$ cat src/rtl/pipe_cfg_pkg.sv
`default_nettype none

package pipe_cfg_pkg;

    // Front end widths
    localparam int FETCH_WIDTH = 2;
    localparam int DECODE_WIDTH = 2;

    // Instruction queue geometry
    localparam int BUF_DEPTH = 16;
    localparam int BUF_PTR_W = $clog2(BUF_DEPTH);

    // Fetch stops when fewer free entries than this remain,
    // two fetch groups cover the cycle the stall takes to act
    localparam int STALL_FREE_MIN = 2 * FETCH_WIDTH;

    // Datapath
    localparam int XLEN = 32;
    localparam int INSTR_BYTES = 4;
    localparam logic [XLEN-1:0] RESET_PC = '0;

endpackage

`default_nettype wire

$ cat src/rtl/instr_pkg.sv
`default_nettype none

package instr_pkg;

    import pipe_cfg_pkg::*;

    typedef logic [XLEN-1:0] instr_word_t;
    typedef logic [4:0] reg_idx_t;

    // RV32I major opcodes in bits 6..0 of the word
    typedef enum logic [6:0] {
        OPC_OP     = 7'b0110011,
        OPC_OP_IMM = 7'b0010011,
        OPC_LOAD   = 7'b0000011,
        OPC_STORE  = 7'b0100011,
        OPC_BRANCH = 7'b1100011,
        OPC_JAL    = 7'b1101111,
        OPC_LUI    = 7'b0110111
    } opcode_e;

    // Class handed to the backend
    typedef enum logic [2:0] {
        OP_ALU,
        OP_ALUI,
        OP_LOAD,
        OP_STORE,
        OP_BRANCH,
        OP_JAL,
        OP_LUI,
        OP_ILLEGAL
    } op_class_e;

    // One fetched instruction with its address
    typedef struct packed {
        logic        valid;
        logic [XLEN-1:0] pc;
        instr_word_t word;
    } slot_t;

    // Decoder output record
    typedef struct packed {
        logic        valid;
        logic [XLEN-1:0] pc;
        op_class_e   op;
        reg_idx_t    rd;
    } decoded_t;

endpackage

`default_nettype wire

$ cat src/rtl/fetch_slot_if.sv
`timescale 1ns/1ps
`default_nettype none

interface fetch_slot_if
    import pipe_cfg_pkg::*;
    import instr_pkg::*;
();

    // Slot 0 is the older instruction
    slot_t slots [FETCH_WIDTH];

    // Same-cycle take mask, always a prefix of the valid slots
    logic [FETCH_WIDTH-1:0] accept;

    // Hold request back to the producer
    logic stall;

    // Drop everything in flight
    logic flush;

    modport src (
        output slots,
        output flush,
        input  accept,
        input  stall
    );

    modport dst (
        input  slots,
        input  flush,
        output accept,
        output stall
    );

endinterface

`default_nettype wire

$ cat src/rtl/instr_fetch.sv
`timescale 1ns/1ps
`default_nettype none

module instr_fetch
    import pipe_cfg_pkg::*;
(
    input  logic                            clk,
    input  logic                            rst_n,

    // Instruction memory
    output logic [XLEN-1:0]                 imem_addr_o,
    input  logic [FETCH_WIDTH-1:0][XLEN-1:0] imem_rdata_i,
    input  logic                            imem_valid_i,

    // Backend restart
    input  logic                            redirect_i,
    input  logic [XLEN-1:0]                 redirect_pc_i,

    // To the instruction buffer
    fetch_slot_if.src                       push
);

    logic [XLEN-1:0] pc_q;
    logic            fetch_fire;

    // A group moves only when memory has it and the buffer has room.
    // Words read in the redirect cycle belong to the old path
    assign fetch_fire = imem_valid_i && !push.stall && !redirect_i;

    always_ff @(posedge clk or negedge rst_n) begin
        if (!rst_n) begin
            pc_q <= RESET_PC;
        end else if (redirect_i) begin
            pc_q <= redirect_pc_i;
        end else if (fetch_fire) begin
            pc_q <= pc_q + XLEN'(FETCH_WIDTH * INSTR_BYTES);
        end
    end

    assign imem_addr_o = pc_q;

    // Pack memory words with their own PCs
    always_comb begin
        for (int i = 0; i < FETCH_WIDTH; i++) begin
            push.slots[i].valid = fetch_fire;
            push.slots[i].pc    = pc_q + XLEN'(i * INSTR_BYTES);
            push.slots[i].word  = imem_rdata_i[i];
        end
    end

    // Redirect flushes everything behind fetch in the same cycle
    assign push.flush = redirect_i;

endmodule

`default_nettype wire

$ cat src/rtl/instr_buffer.sv
`timescale 1ns/1ps
`default_nettype none

module instr_buffer
    import pipe_cfg_pkg::*;
    import instr_pkg::*;
(
    input  logic      clk,
    input  logic      rst_n,

    // From fetch
    fetch_slot_if.dst push,

    // To decode
    fetch_slot_if.src pop
);

    slot_t                      mem [BUF_DEPTH];
    logic [BUF_PTR_W-1:0]       rd_ptr;
    logic [BUF_PTR_W-1:0]       wr_ptr;
    logic [BUF_PTR_W:0]         count;
    logic [$clog2(FETCH_WIDTH):0] push_num;
    logic [$clog2(FETCH_WIDTH):0] pop_num;
    logic [BUF_PTR_W-1:0]       wr_idx [FETCH_WIDTH];

    // Each valid push slot lands behind the ones before it,
    // so a gap in the valid bits still packs densely
    always_comb begin : push_count
        push_num = '0;
        for (int i = 0; i < FETCH_WIDTH; i++) begin
            wr_idx[i] = wr_ptr + BUF_PTR_W'(push_num);
            if (push.slots[i].valid) begin
                push_num = push_num + 1'b1;
            end
        end
    end

    // Popcount of the decoder take mask
    always_comb begin : pop_count
        pop_num = '0;
        for (int i = 0; i < FETCH_WIDTH; i++) begin
            if (pop.accept[i] && pop.slots[i].valid) begin
                pop_num = pop_num + 1'b1;
            end
        end
    end

    // Pointers wrap on their own at BUF_DEPTH
    always_ff @(posedge clk or negedge rst_n) begin
        if (!rst_n) begin
            rd_ptr <= '0;
            wr_ptr <= '0;
            count  <= '0;
        end else if (push.flush) begin
            rd_ptr <= '0;
            wr_ptr <= '0;
            count  <= '0;
        end else begin
            wr_ptr <= wr_ptr + BUF_PTR_W'(push_num);
            rd_ptr <= rd_ptr + BUF_PTR_W'(pop_num);
            count  <= count + (BUF_PTR_W+1)'(push_num) - (BUF_PTR_W+1)'(pop_num);
        end
    end

    // Entry storage
    always_ff @(posedge clk) begin
        for (int i = 0; i < FETCH_WIDTH; i++) begin
            if (push.slots[i].valid && !push.flush) begin
                mem[wr_idx[i]] <= push.slots[i];
            end
        end
    end

    // Free space check on the registered count only
    assign push.stall = (BUF_DEPTH - int'(count)) < STALL_FREE_MIN;

    // Head entries take their valid bits from occupancy rather than storage
    always_comb begin : head_view
        for (int i = 0; i < FETCH_WIDTH; i++) begin
            pop.slots[i]       = mem[rd_ptr + BUF_PTR_W'(i)];
            pop.slots[i].valid = int'(count) > i;
        end
    end

    assign pop.flush = push.flush;

endmodule

`default_nettype wire

$ cat src/rtl/instr_decode.sv
`timescale 1ns/1ps
`default_nettype none

module instr_decode
    import pipe_cfg_pkg::*;
    import instr_pkg::*;
(
    input  logic                                clk,
    input  logic                                rst_n,

    // Head of the instruction buffer
    fetch_slot_if.dst                           pop,
    input  logic                                flush_i,

    // Downstream capacity this cycle
    input  logic [$clog2(DECODE_WIDTH+1)-1:0]   dec_slots_i,

    // Registered decode results
    output logic [DECODE_WIDTH-1:0]             dec_valid_o,
    output logic [DECODE_WIDTH-1:0][XLEN-1:0]   dec_pc_o,
    output op_class_e [DECODE_WIDTH-1:0]        dec_op_o,
    output logic [DECODE_WIDTH-1:0][4:0]        dec_rd_o
);

    decoded_t nxt   [DECODE_WIDTH];
    decoded_t dec_q [DECODE_WIDTH];

    function automatic op_class_e classify(input logic [6:0] opc);
        op_class_e cls;
        case (opcode_e'(opc))
            OPC_OP:     cls = OP_ALU;
            OPC_OP_IMM: cls = OP_ALUI;
            OPC_LOAD:   cls = OP_LOAD;
            OPC_STORE:  cls = OP_STORE;
            OPC_BRANCH: cls = OP_BRANCH;
            OPC_JAL:    cls = OP_JAL;
            OPC_LUI:    cls = OP_LUI;
            default:    cls = OP_ILLEGAL;
        endcase
        return cls;
    endfunction

    // Stores and branches carry no destination since bits 11..7 are immediate
    function automatic reg_idx_t dest_reg(input instr_word_t word, input op_class_e cls);
        reg_idx_t rd;
        if (cls == OP_STORE || cls == OP_BRANCH) begin
            rd = '0;
        end else begin
            rd = word[11:7];
        end
        return rd;
    endfunction

    // Take in order; a slot goes only if every older one goes too
    always_comb begin : accept_prefix
        logic take;
        take = !flush_i;
        for (int i = 0; i < DECODE_WIDTH; i++) begin
            take          = take && pop.slots[i].valid && (int'(dec_slots_i) > i);
            pop.accept[i] = take;
        end
    end

    always_comb begin : classify_slots
        for (int i = 0; i < DECODE_WIDTH; i++) begin
            nxt[i].valid = pop.accept[i];
            nxt[i].pc    = pop.slots[i].pc;
            nxt[i].op    = classify(pop.slots[i].word[6:0]);
            nxt[i].rd    = dest_reg(pop.slots[i].word, nxt[i].op);
        end
    end

    always_ff @(posedge clk or negedge rst_n) begin
        if (!rst_n) begin
            for (int i = 0; i < DECODE_WIDTH; i++) begin
                dec_q[i] <= '0;
            end
        end else if (flush_i) begin
            for (int i = 0; i < DECODE_WIDTH; i++) begin
                dec_q[i] <= '0;
            end
        end else begin
            for (int i = 0; i < DECODE_WIDTH; i++) begin
                dec_q[i] <= nxt[i];
            end
        end
    end

    always_comb begin
        for (int i = 0; i < DECODE_WIDTH; i++) begin
            dec_valid_o[i] = dec_q[i].valid;
            dec_pc_o[i]    = dec_q[i].pc;
            dec_op_o[i]    = dec_q[i].op;
            dec_rd_o[i]    = dec_q[i].rd;
        end
    end

endmodule

`default_nettype wire

$ cat src/rtl/ibuf_top.sv
`timescale 1ns/1ps
`default_nettype none

module ibuf_top
    import pipe_cfg_pkg::*;
    import instr_pkg::*;
(
    input  logic                                clk,
    input  logic                                rst_n,

    // Instruction memory
    output logic [XLEN-1:0]                     imem_addr_o,
    input  logic [FETCH_WIDTH-1:0][XLEN-1:0]    imem_rdata_i,
    input  logic                                imem_valid_i,

    // Backend redirect
    input  logic                                redirect_i,
    input  logic [XLEN-1:0]                     redirect_pc_i,

    // Decode side
    input  logic [$clog2(DECODE_WIDTH+1)-1:0]   dec_slots_i,
    output logic [DECODE_WIDTH-1:0]             dec_valid_o,
    output logic [DECODE_WIDTH-1:0][XLEN-1:0]   dec_pc_o,
    output op_class_e [DECODE_WIDTH-1:0]        dec_op_o,
    output logic [DECODE_WIDTH-1:0][4:0]        dec_rd_o
);

    // Fetch to buffer
    fetch_slot_if push_bus ();

    // Buffer to decoder
    fetch_slot_if pop_bus ();

    instr_fetch u_fetch (
        .clk           (clk),
        .rst_n         (rst_n),
        .imem_addr_o   (imem_addr_o),
        .imem_rdata_i  (imem_rdata_i),
        .imem_valid_i  (imem_valid_i),
        .redirect_i    (redirect_i),
        .redirect_pc_i (redirect_pc_i),
        .push          (push_bus)
    );

    instr_buffer u_buffer (
        .clk   (clk),
        .rst_n (rst_n),
        .push  (push_bus),
        .pop   (pop_bus)
    );

    // Decoder flush arrives through the buffer's forwarded copy
    instr_decode u_decode (
        .clk         (clk),
        .rst_n       (rst_n),
        .pop         (pop_bus),
        .flush_i     (pop_bus.flush),
        .dec_slots_i (dec_slots_i),
        .dec_valid_o (dec_valid_o),
        .dec_pc_o    (dec_pc_o),
        .dec_op_o    (dec_op_o),
        .dec_rd_o    (dec_rd_o)
    );

endmodule

`default_nettype wire

$ cat config.mk
export PLATFORM = sky130hd
export DESIGN_NAME = ibuf_top
export DESIGN_NICKNAME = d
export VERILOG_FILES = /design/src/rtl/pipe_cfg_pkg.sv /design/src/rtl/instr_pkg.sv /design/src/rtl/fetch_slot_if.sv /design/src/rtl/instr_fetch.sv /design/src/rtl/instr_buffer.sv /design/src/rtl/instr_decode.sv /design/src/rtl/ibuf_top.sv
export SDC_FILE = /design/constraint.sdc
export NUM_CORES = 2
export LEC_CHECK = 0
export BUFFER_PORTS_ARGS = -buffer_cell sky130_fd_sc_hd__buf_2
export CAP_MARGIN = 25
export CORE_AREA = 2 2 284 399
export DETAILED_ROUTE_END_ITERATION = 12
export DIE_AREA = 0 0 286 401
export SYNTH_ARGS = -nofsm -noshare
export SYNTH_HDL_FRONTEND = slang
export SYNTH_SLANG_ARGS = --single-unit
$ cat constraint.sdc
create_clock -name clk -period 7.71 [get_ports clk]
set_clock_uncertainty 0.05 [all_clocks]
set_input_delay 0.3855 -clock clk [delete_from_list [all_inputs] [get_ports clk]]
set_output_delay 0.3855 -clock clk [all_outputs]
set_load 0.01 [all_outputs]
* Word level (Yosys, flattened, before mapping)
Memory sizes are Yosys's and may differ from the RTL's. Index checks and enable logic that the tools add are counted.
Storage, ports and cells: flip-flop bits (word level) 127, latch bits 0, RAM bits 1040, memory bits (read-only) 0, output and inout port bits 114, word-level logic and storage cells 77, memories 1
Memory list:
- u_buffer.mem | depth 16, bits a word 65, read ports 2, clocked after Yosys merged registers in 0, write ports 2, RTL line instr_buffer.sv:18 | slot_t mem [BUF_DEPTH];
Operators by class: $add $sub $neg 11, $mul 0, div/mod/pow operators 0, $lt $le $gt $ge 5, eq/ne operators 18, shifts and indexed selects 0, muxes and demuxes 16, bitwise logic cells 0, reductions and logical operators 14
Operators with widths (count):
- $mux 82 | 1
- $mux 32 | 2
- $eq 7x6->1 const B | 6
- $pmux 3 s7 | 2
- $add 32x3->32 const B | 1
- $add 32x4->32 const B | 1
- $lt 32x4->1 const B | 1
- $eq 7x7->1 const B | 4
- $mux 5 | 3
- $eq 7x2->1 const B | 2
- $eq 7x5->1 const B | 2
- $gt 5x1->1 const B | 2
- $logic_and 1x1->1 | 9
- $add 4x2->4 | 2
- $mux 4 | 2
- $eq 3x2->1 const B | 2
- $eq 3x3->1 const B | 2
- $sub 5x5->6 const A | 1
- $add 5x2->5 | 1
- $sub 5x2->5 | 1
- $add 1x1->2 const B | 2
- $add 4x1->4 | 1
- $add 4x1->4 const B | 1
- $gt 2x1->1 const B | 2
- other kinds (5) | 11

* Logic depth before layout (Yosys ltp)
word-level depth 11, gate-level depth with buffers 16, gate-level depth less buffers 15

* Cells and area by module
Synthesis repeated with hierarchy kept, for this count alone.
Unflattened totals: cell total of the unflattened synthesis 4260, area, all modules 66498.8 µm²
Modules (own cells, without submodules):
- instr_buffer | times used 1, cells an instance 3670, area an instance 60583.1 µm²
- instr_fetch | times used 1, cells an instance 387, area an instance 3109.2 µm²
- instr_decode | times used 1, cells an instance 203, area an instance 2806.4 µm²

* Least setup slack after synthesis
OpenSTA, ideal clock, no wires.
kind register to register, start point register u_buffer.count[2], end point memory u_buffer.mem[8][0] (netlist name), enable pin, setup time 0.506 ns, arrival 5.258 ns, data required time 7.154 ns, setup slack 1.896 ns, cell stages (with the launch flop) 10, clock period less this slack 5.814 ns, path through dfrtp_1 -> inv_1 -> ha_1 -> and3_1 -> ha_1 -> o21a_1 -> nor3_2 -> inv_1 -> or3_1 -> o21ai_0
RTL lines:
- start, declared | RTL line instr_buffer.sv:21 | logic [BUF_PTR_W:0] count;
- start signal, assigned | RTL line instr_buffer.sv:61 | count <= count + (BUF_PTR_W+1)'(push_num) - (BUF_PTR_W+1)'(pop_num);
- end, declared | RTL line instr_buffer.sv:18

==> Flow_metrics.wiki <==
{| class="wikitable"
! Metric !! Value
|-
| Overall fraction of global-route tracks in use || 0.266
|-
| First-pass GRT wire length || 221000 um
|-
| Post-layout nets || 3866
|-
| Leading area contributor after synthesis || edfxtp_1
|-
| Maximum single-stage delay on the critical path || 0.78 ns
|-
| Max-cap violations || 0
|-
| Starting utilization of the core area || 0.418
|-
| Number of CTS-inserted buffers || between 80 and 90
|-
| Post-Synthesis Mean Instance Area || 12.7 um2
|-
| Storage cell area || between 0.02 and 0.025 mm2
|-
| Post-placement setup slack || roughly 1.9 ns
|-
| Top area cells in the synthesized netlist || edfxtp_1 46%, mux4_2 17%, nand2_1 7.4%, dfrtp_1 6.9%, xnor2_1 6.6%
|-
| Antenna violations before repair || 4
|-
| Worst EP required || 7.97 ns
|-
| Global route total overflow || 0
|-
| Sequential cell fraction of total power || 0.375
|-
| Leakage power summed over all cells || 17.6 nW
|-
| Type of the worst min-delay path || in2reg
|-
| Routed length per placed instance || 29.0 um
|-
| Slowest CP cell || or2_2
|-
| Hold violation count in the final report || 0
|-
| Maximum clock rate || 170 MHz
|-
| CTS Root Cell || clkbuf_16
|-
| Clock transition time at the flip-flop clock pins of the worst setup and hold paths || 0.06 ns
|-
| Drt pass-1 iters || 6
|-
| CP cell instances || inv_1 -> ha_1 -> and3_1 -> ha_1 -> o21a_1 -> nor3_2 -> ha_1 -> ha_1 -> nand2_1 -> a21oi_1 -> o2111ai_1 -> or2_2 -> o21ai_4 -> buf_4
|-
| Number of failing setup endpoints in the final timing report || 0
|-
| Overall routed net length || around 150000 um
|-
| PnR Total Power || ~15 mW
|-
| Hold_ws || 0.0532 ns
|-
| Crit Path Category || reg2reg
|-
| Most repeated cell in the gate-level netlist after synthesis || nand2_1
|-
| Smallest setup slack after layout || 1.81 ns
|-
| Ratio of total power to cell area || 280 mW/mm2
|-
| Clock network latency to the later pin of the worst-skew pair || 0.70 ns
|-
| Share of the cycle needed by the critical path after routing || 0.765
|-
| Worst-Margin Slew || 1.15 ns
|-
| Via count of the first global-routing pass || 31700
|-
| Critical Path Fanout Max || 28
|-
| Via count || roughly 32000
|-
| Input/output buffers || 175
|-
| Core Region || 0.111 mm2
|-
| Overall die area || between 0.1 and 0.15 mm2
|-
| Initial DRC count || roughly 3700
|-
| Unrepaired setup endpoints after global routing || false
|-
| Height of the chip || 401 um
|-
| Remaining routing DRC violations || 0
|-
| Sequential-to-total area share from yosys stat || 0.524
|-
| Number of unique standard cell types used by synthesis || 76
|-
| Proportion of layout cells with a drive suffix above 1 || 0.252
|-
| Worst setup EP type || register
|-
| Area delta synth->final || 12.9%
|-
| Fraction of post-synthesis cell area in the top cell type by area || 0.456
|-
| Number of max-slew violations in the final report || 0
|-
| Row cnt || roughly 150
|-
| Area of the multi-input gates || 0.0208 mm2
|-
| Minimum clock period after layout || 5.90 ns
|-
| Top-level I/O count || around 220
|-
| Maximum buffer depth of the clock tree || 3
|-
| Outcome || completed
|-
| Post-synthesis sequential element count || 831
|-
| Clock share of power || 0.284
|-
| Switching power || ~4.7 mW
|-
| Detailed placement HPWL || 91300 um
|-
| H-tree levels || 3
|-
| Arrival time at the worst endpoint || 6.16 ns
|-
| Floorplan die width || 286 um
|-
| Headroom to the max-slew limit || 0.233
|-
| Vias per cell || 6.06
|-
| TritonCTS clock tree || done
|-
| Most common library cells after synthesis || 914 x nand2_1, 704 x edfxtp_1, 352 x mux4_2, 348 x xnor2_1, 204 x clkbuf_1
|-
| Number of fill cells || between 9000 and 10000
|-
| Comb power frac || 0.340
|-
| Count of yosys warnings during synthesis || 0
|-
| Library cell appearing most often on the critical path || ha_1
|-
| Synthesized net count || 3788
|-
| Number of clock sinks seen by CTS || between 800 and 900
|-
| Peak supply drop || 0.278 mV
|-
| Internal power || 10.0 mW
|-
| RePlAce Congestion || 0.829
|-
| Cell count after synthesis || 3664
|-
| Synth async-reset ratio || 0.153
|-
| Fraction of power spent switching nets || 0.319
|-
| Final setup TNS || 0 ns
|-
| Kind of start point of the critical path || register
|-
| Antenna Nets Post-Route || 0
|-
| Number of synthesized flops with an enable pin || a little over 700
|-
| Most frequently used flop master after synthesis || edfxtp_1
|-
| Syn Std Cell Area || 0.0464 mm2
|-
| Largest net degree at the start of global routing || 114
|}
-- state kept, by name (all words and copies together) (netlist names) --
name	count
u_decode.dec_pc_o	64
u_decode.dec_op_o	6
u_buffer.rd_ptr	4
u_decode.dec_valid_o	2
u_decode.dec_rd_o	10
u_buffer.mem	704
u_fetch.imem_addr_o	32
u_buffer.count	5
u_buffer.wr_ptr	4
-- cell usage in the layout (no fill, tap or decap), types with 14 or more instances in the layout --
cell           count
clkbuf_1          24
nand2_1          914
o21ai_1           14
buf_4            111
buf_2            173
xnor2_1          347
and2_1            43
clkbuf_16         88
and3_1            44
mux2_2           110
nor2_1           111
nand3_1           26
mux4_2           352
nor3_1            22
inv_1             16
ha_1              18
a221oi_1          14
edfxtp_1         704
dlygate4sd3_1     33
clkinv_2          16
o21ai_0           87
a311oi_1          32
a21oi_1           88
dfrtp_1          124
mux2i_1           54
xor2_1            15
-- layout make-up --
type                    count  area share
clock buffers             115      0.0446
inverters                  19     0.00139
flip-flops and latches    831       0.464
well taps                1470      0.0351
repair buffers            342      0.0492
multi-input cells        2463       0.398
diodes                      2   0.0000955
clock inverters            44     0.00757
-- final timing paths --
| kind | from | to | slack, ns | cells after the start |
|---|---|---|---|---|
| worst min-delay path | redirect_pc_i[7] | u_fetch.imem_addr_o[7]$_DFFE_PN0N_ | 0.05 | 3 |
| worst max register to register | u_buffer.count[2]$_DFF_PN0_ | u_buffer.mem[11][52]$_DFFE_PP_ | 1.81 | 14 |
| max in group asynchronous | rst_n | u_buffer.rd_ptr[0]$_DFF_PN0_ | 6.04 | 3 |
| min in group asynchronous | rst_n | u_decode.dec_rd_o[5]$_DFF_PN0_ | 0.29 | 2 |
| worst min register to register | u_buffer.wr_ptr[0]$_DFF_PN0_ | u_buffer.wr_ptr[0]$_DFF_PN0_ | 0.58 | 1 |
| worst max-delay path | u_buffer.count[2]$_DFF_PN0_ | u_buffer.mem[11][52]$_DFFE_PP_ | 1.81 | 14 |
-- layer usage --
metal  track usage  routed length [um]
met4         0.118                6910
met2         0.444               75500
met3        0.0383               12700
met1         0.345               58300
met5             0                  13
-- critical path, delay by kind of cell (launching register included) --
family	cells	cell delay, ns
buf+inv	2	0.78
compound gates	4	1.38
simple gates	4	1.63
fa+ha+maj	4	1.15
flops	1	0.45
-- kinds of logic (layout without fill, tap and decap cells) --
kind of cell,count (synthesis),after routing,synth area share
AO/OA/AOI/OAI,308,308,0.0414
XOR/XNOR,366,366,0.0696
adder cells (fa/ha/maj),22,22,0.00642
buffers and inverters,370,520,0.0347
flip-flops,831,831,0.524
multiplexers,521,521,0.211
other,0,2,0
AND/OR/NAND/NOR,1246,1246,0.113
-- power groups by stage --
stage / combinational [mW] / clock [mW] / sequential (mW)
floorplan: 3.56 / 0 / 5.62
detailed placement: 4.97 / 0 / 5.62
global route: 5.32 / 4.38 / 5.55
finish: 5.00 / 4.18 / 5.52
CTS: 5.00 / 4.23 / 5.52
global placement: 4.90 / 0 / 5.62
-- what timing repair did --
| item | 4_1_cts | 5_1_grt |
|---|---|---|
| endpoints found under the hold margin | 116 | 0 |
| buffers inserted | 0 | 0 |
| resized for setup | 0 | 0 |
| hold buffers | 33 | 0 |
-- metrics by stage --
stage	cell area [um2]	utilization	cells
after floorplan	46400	-	3664
after global routing	52400	0.472	5284
after detailed placement	49200	0.443	5081
after global placement	48800	0.439	5062
after CTS	52200	0.470	5273
final	52400	0.472	5286
(Power assumes the default switching activity.)
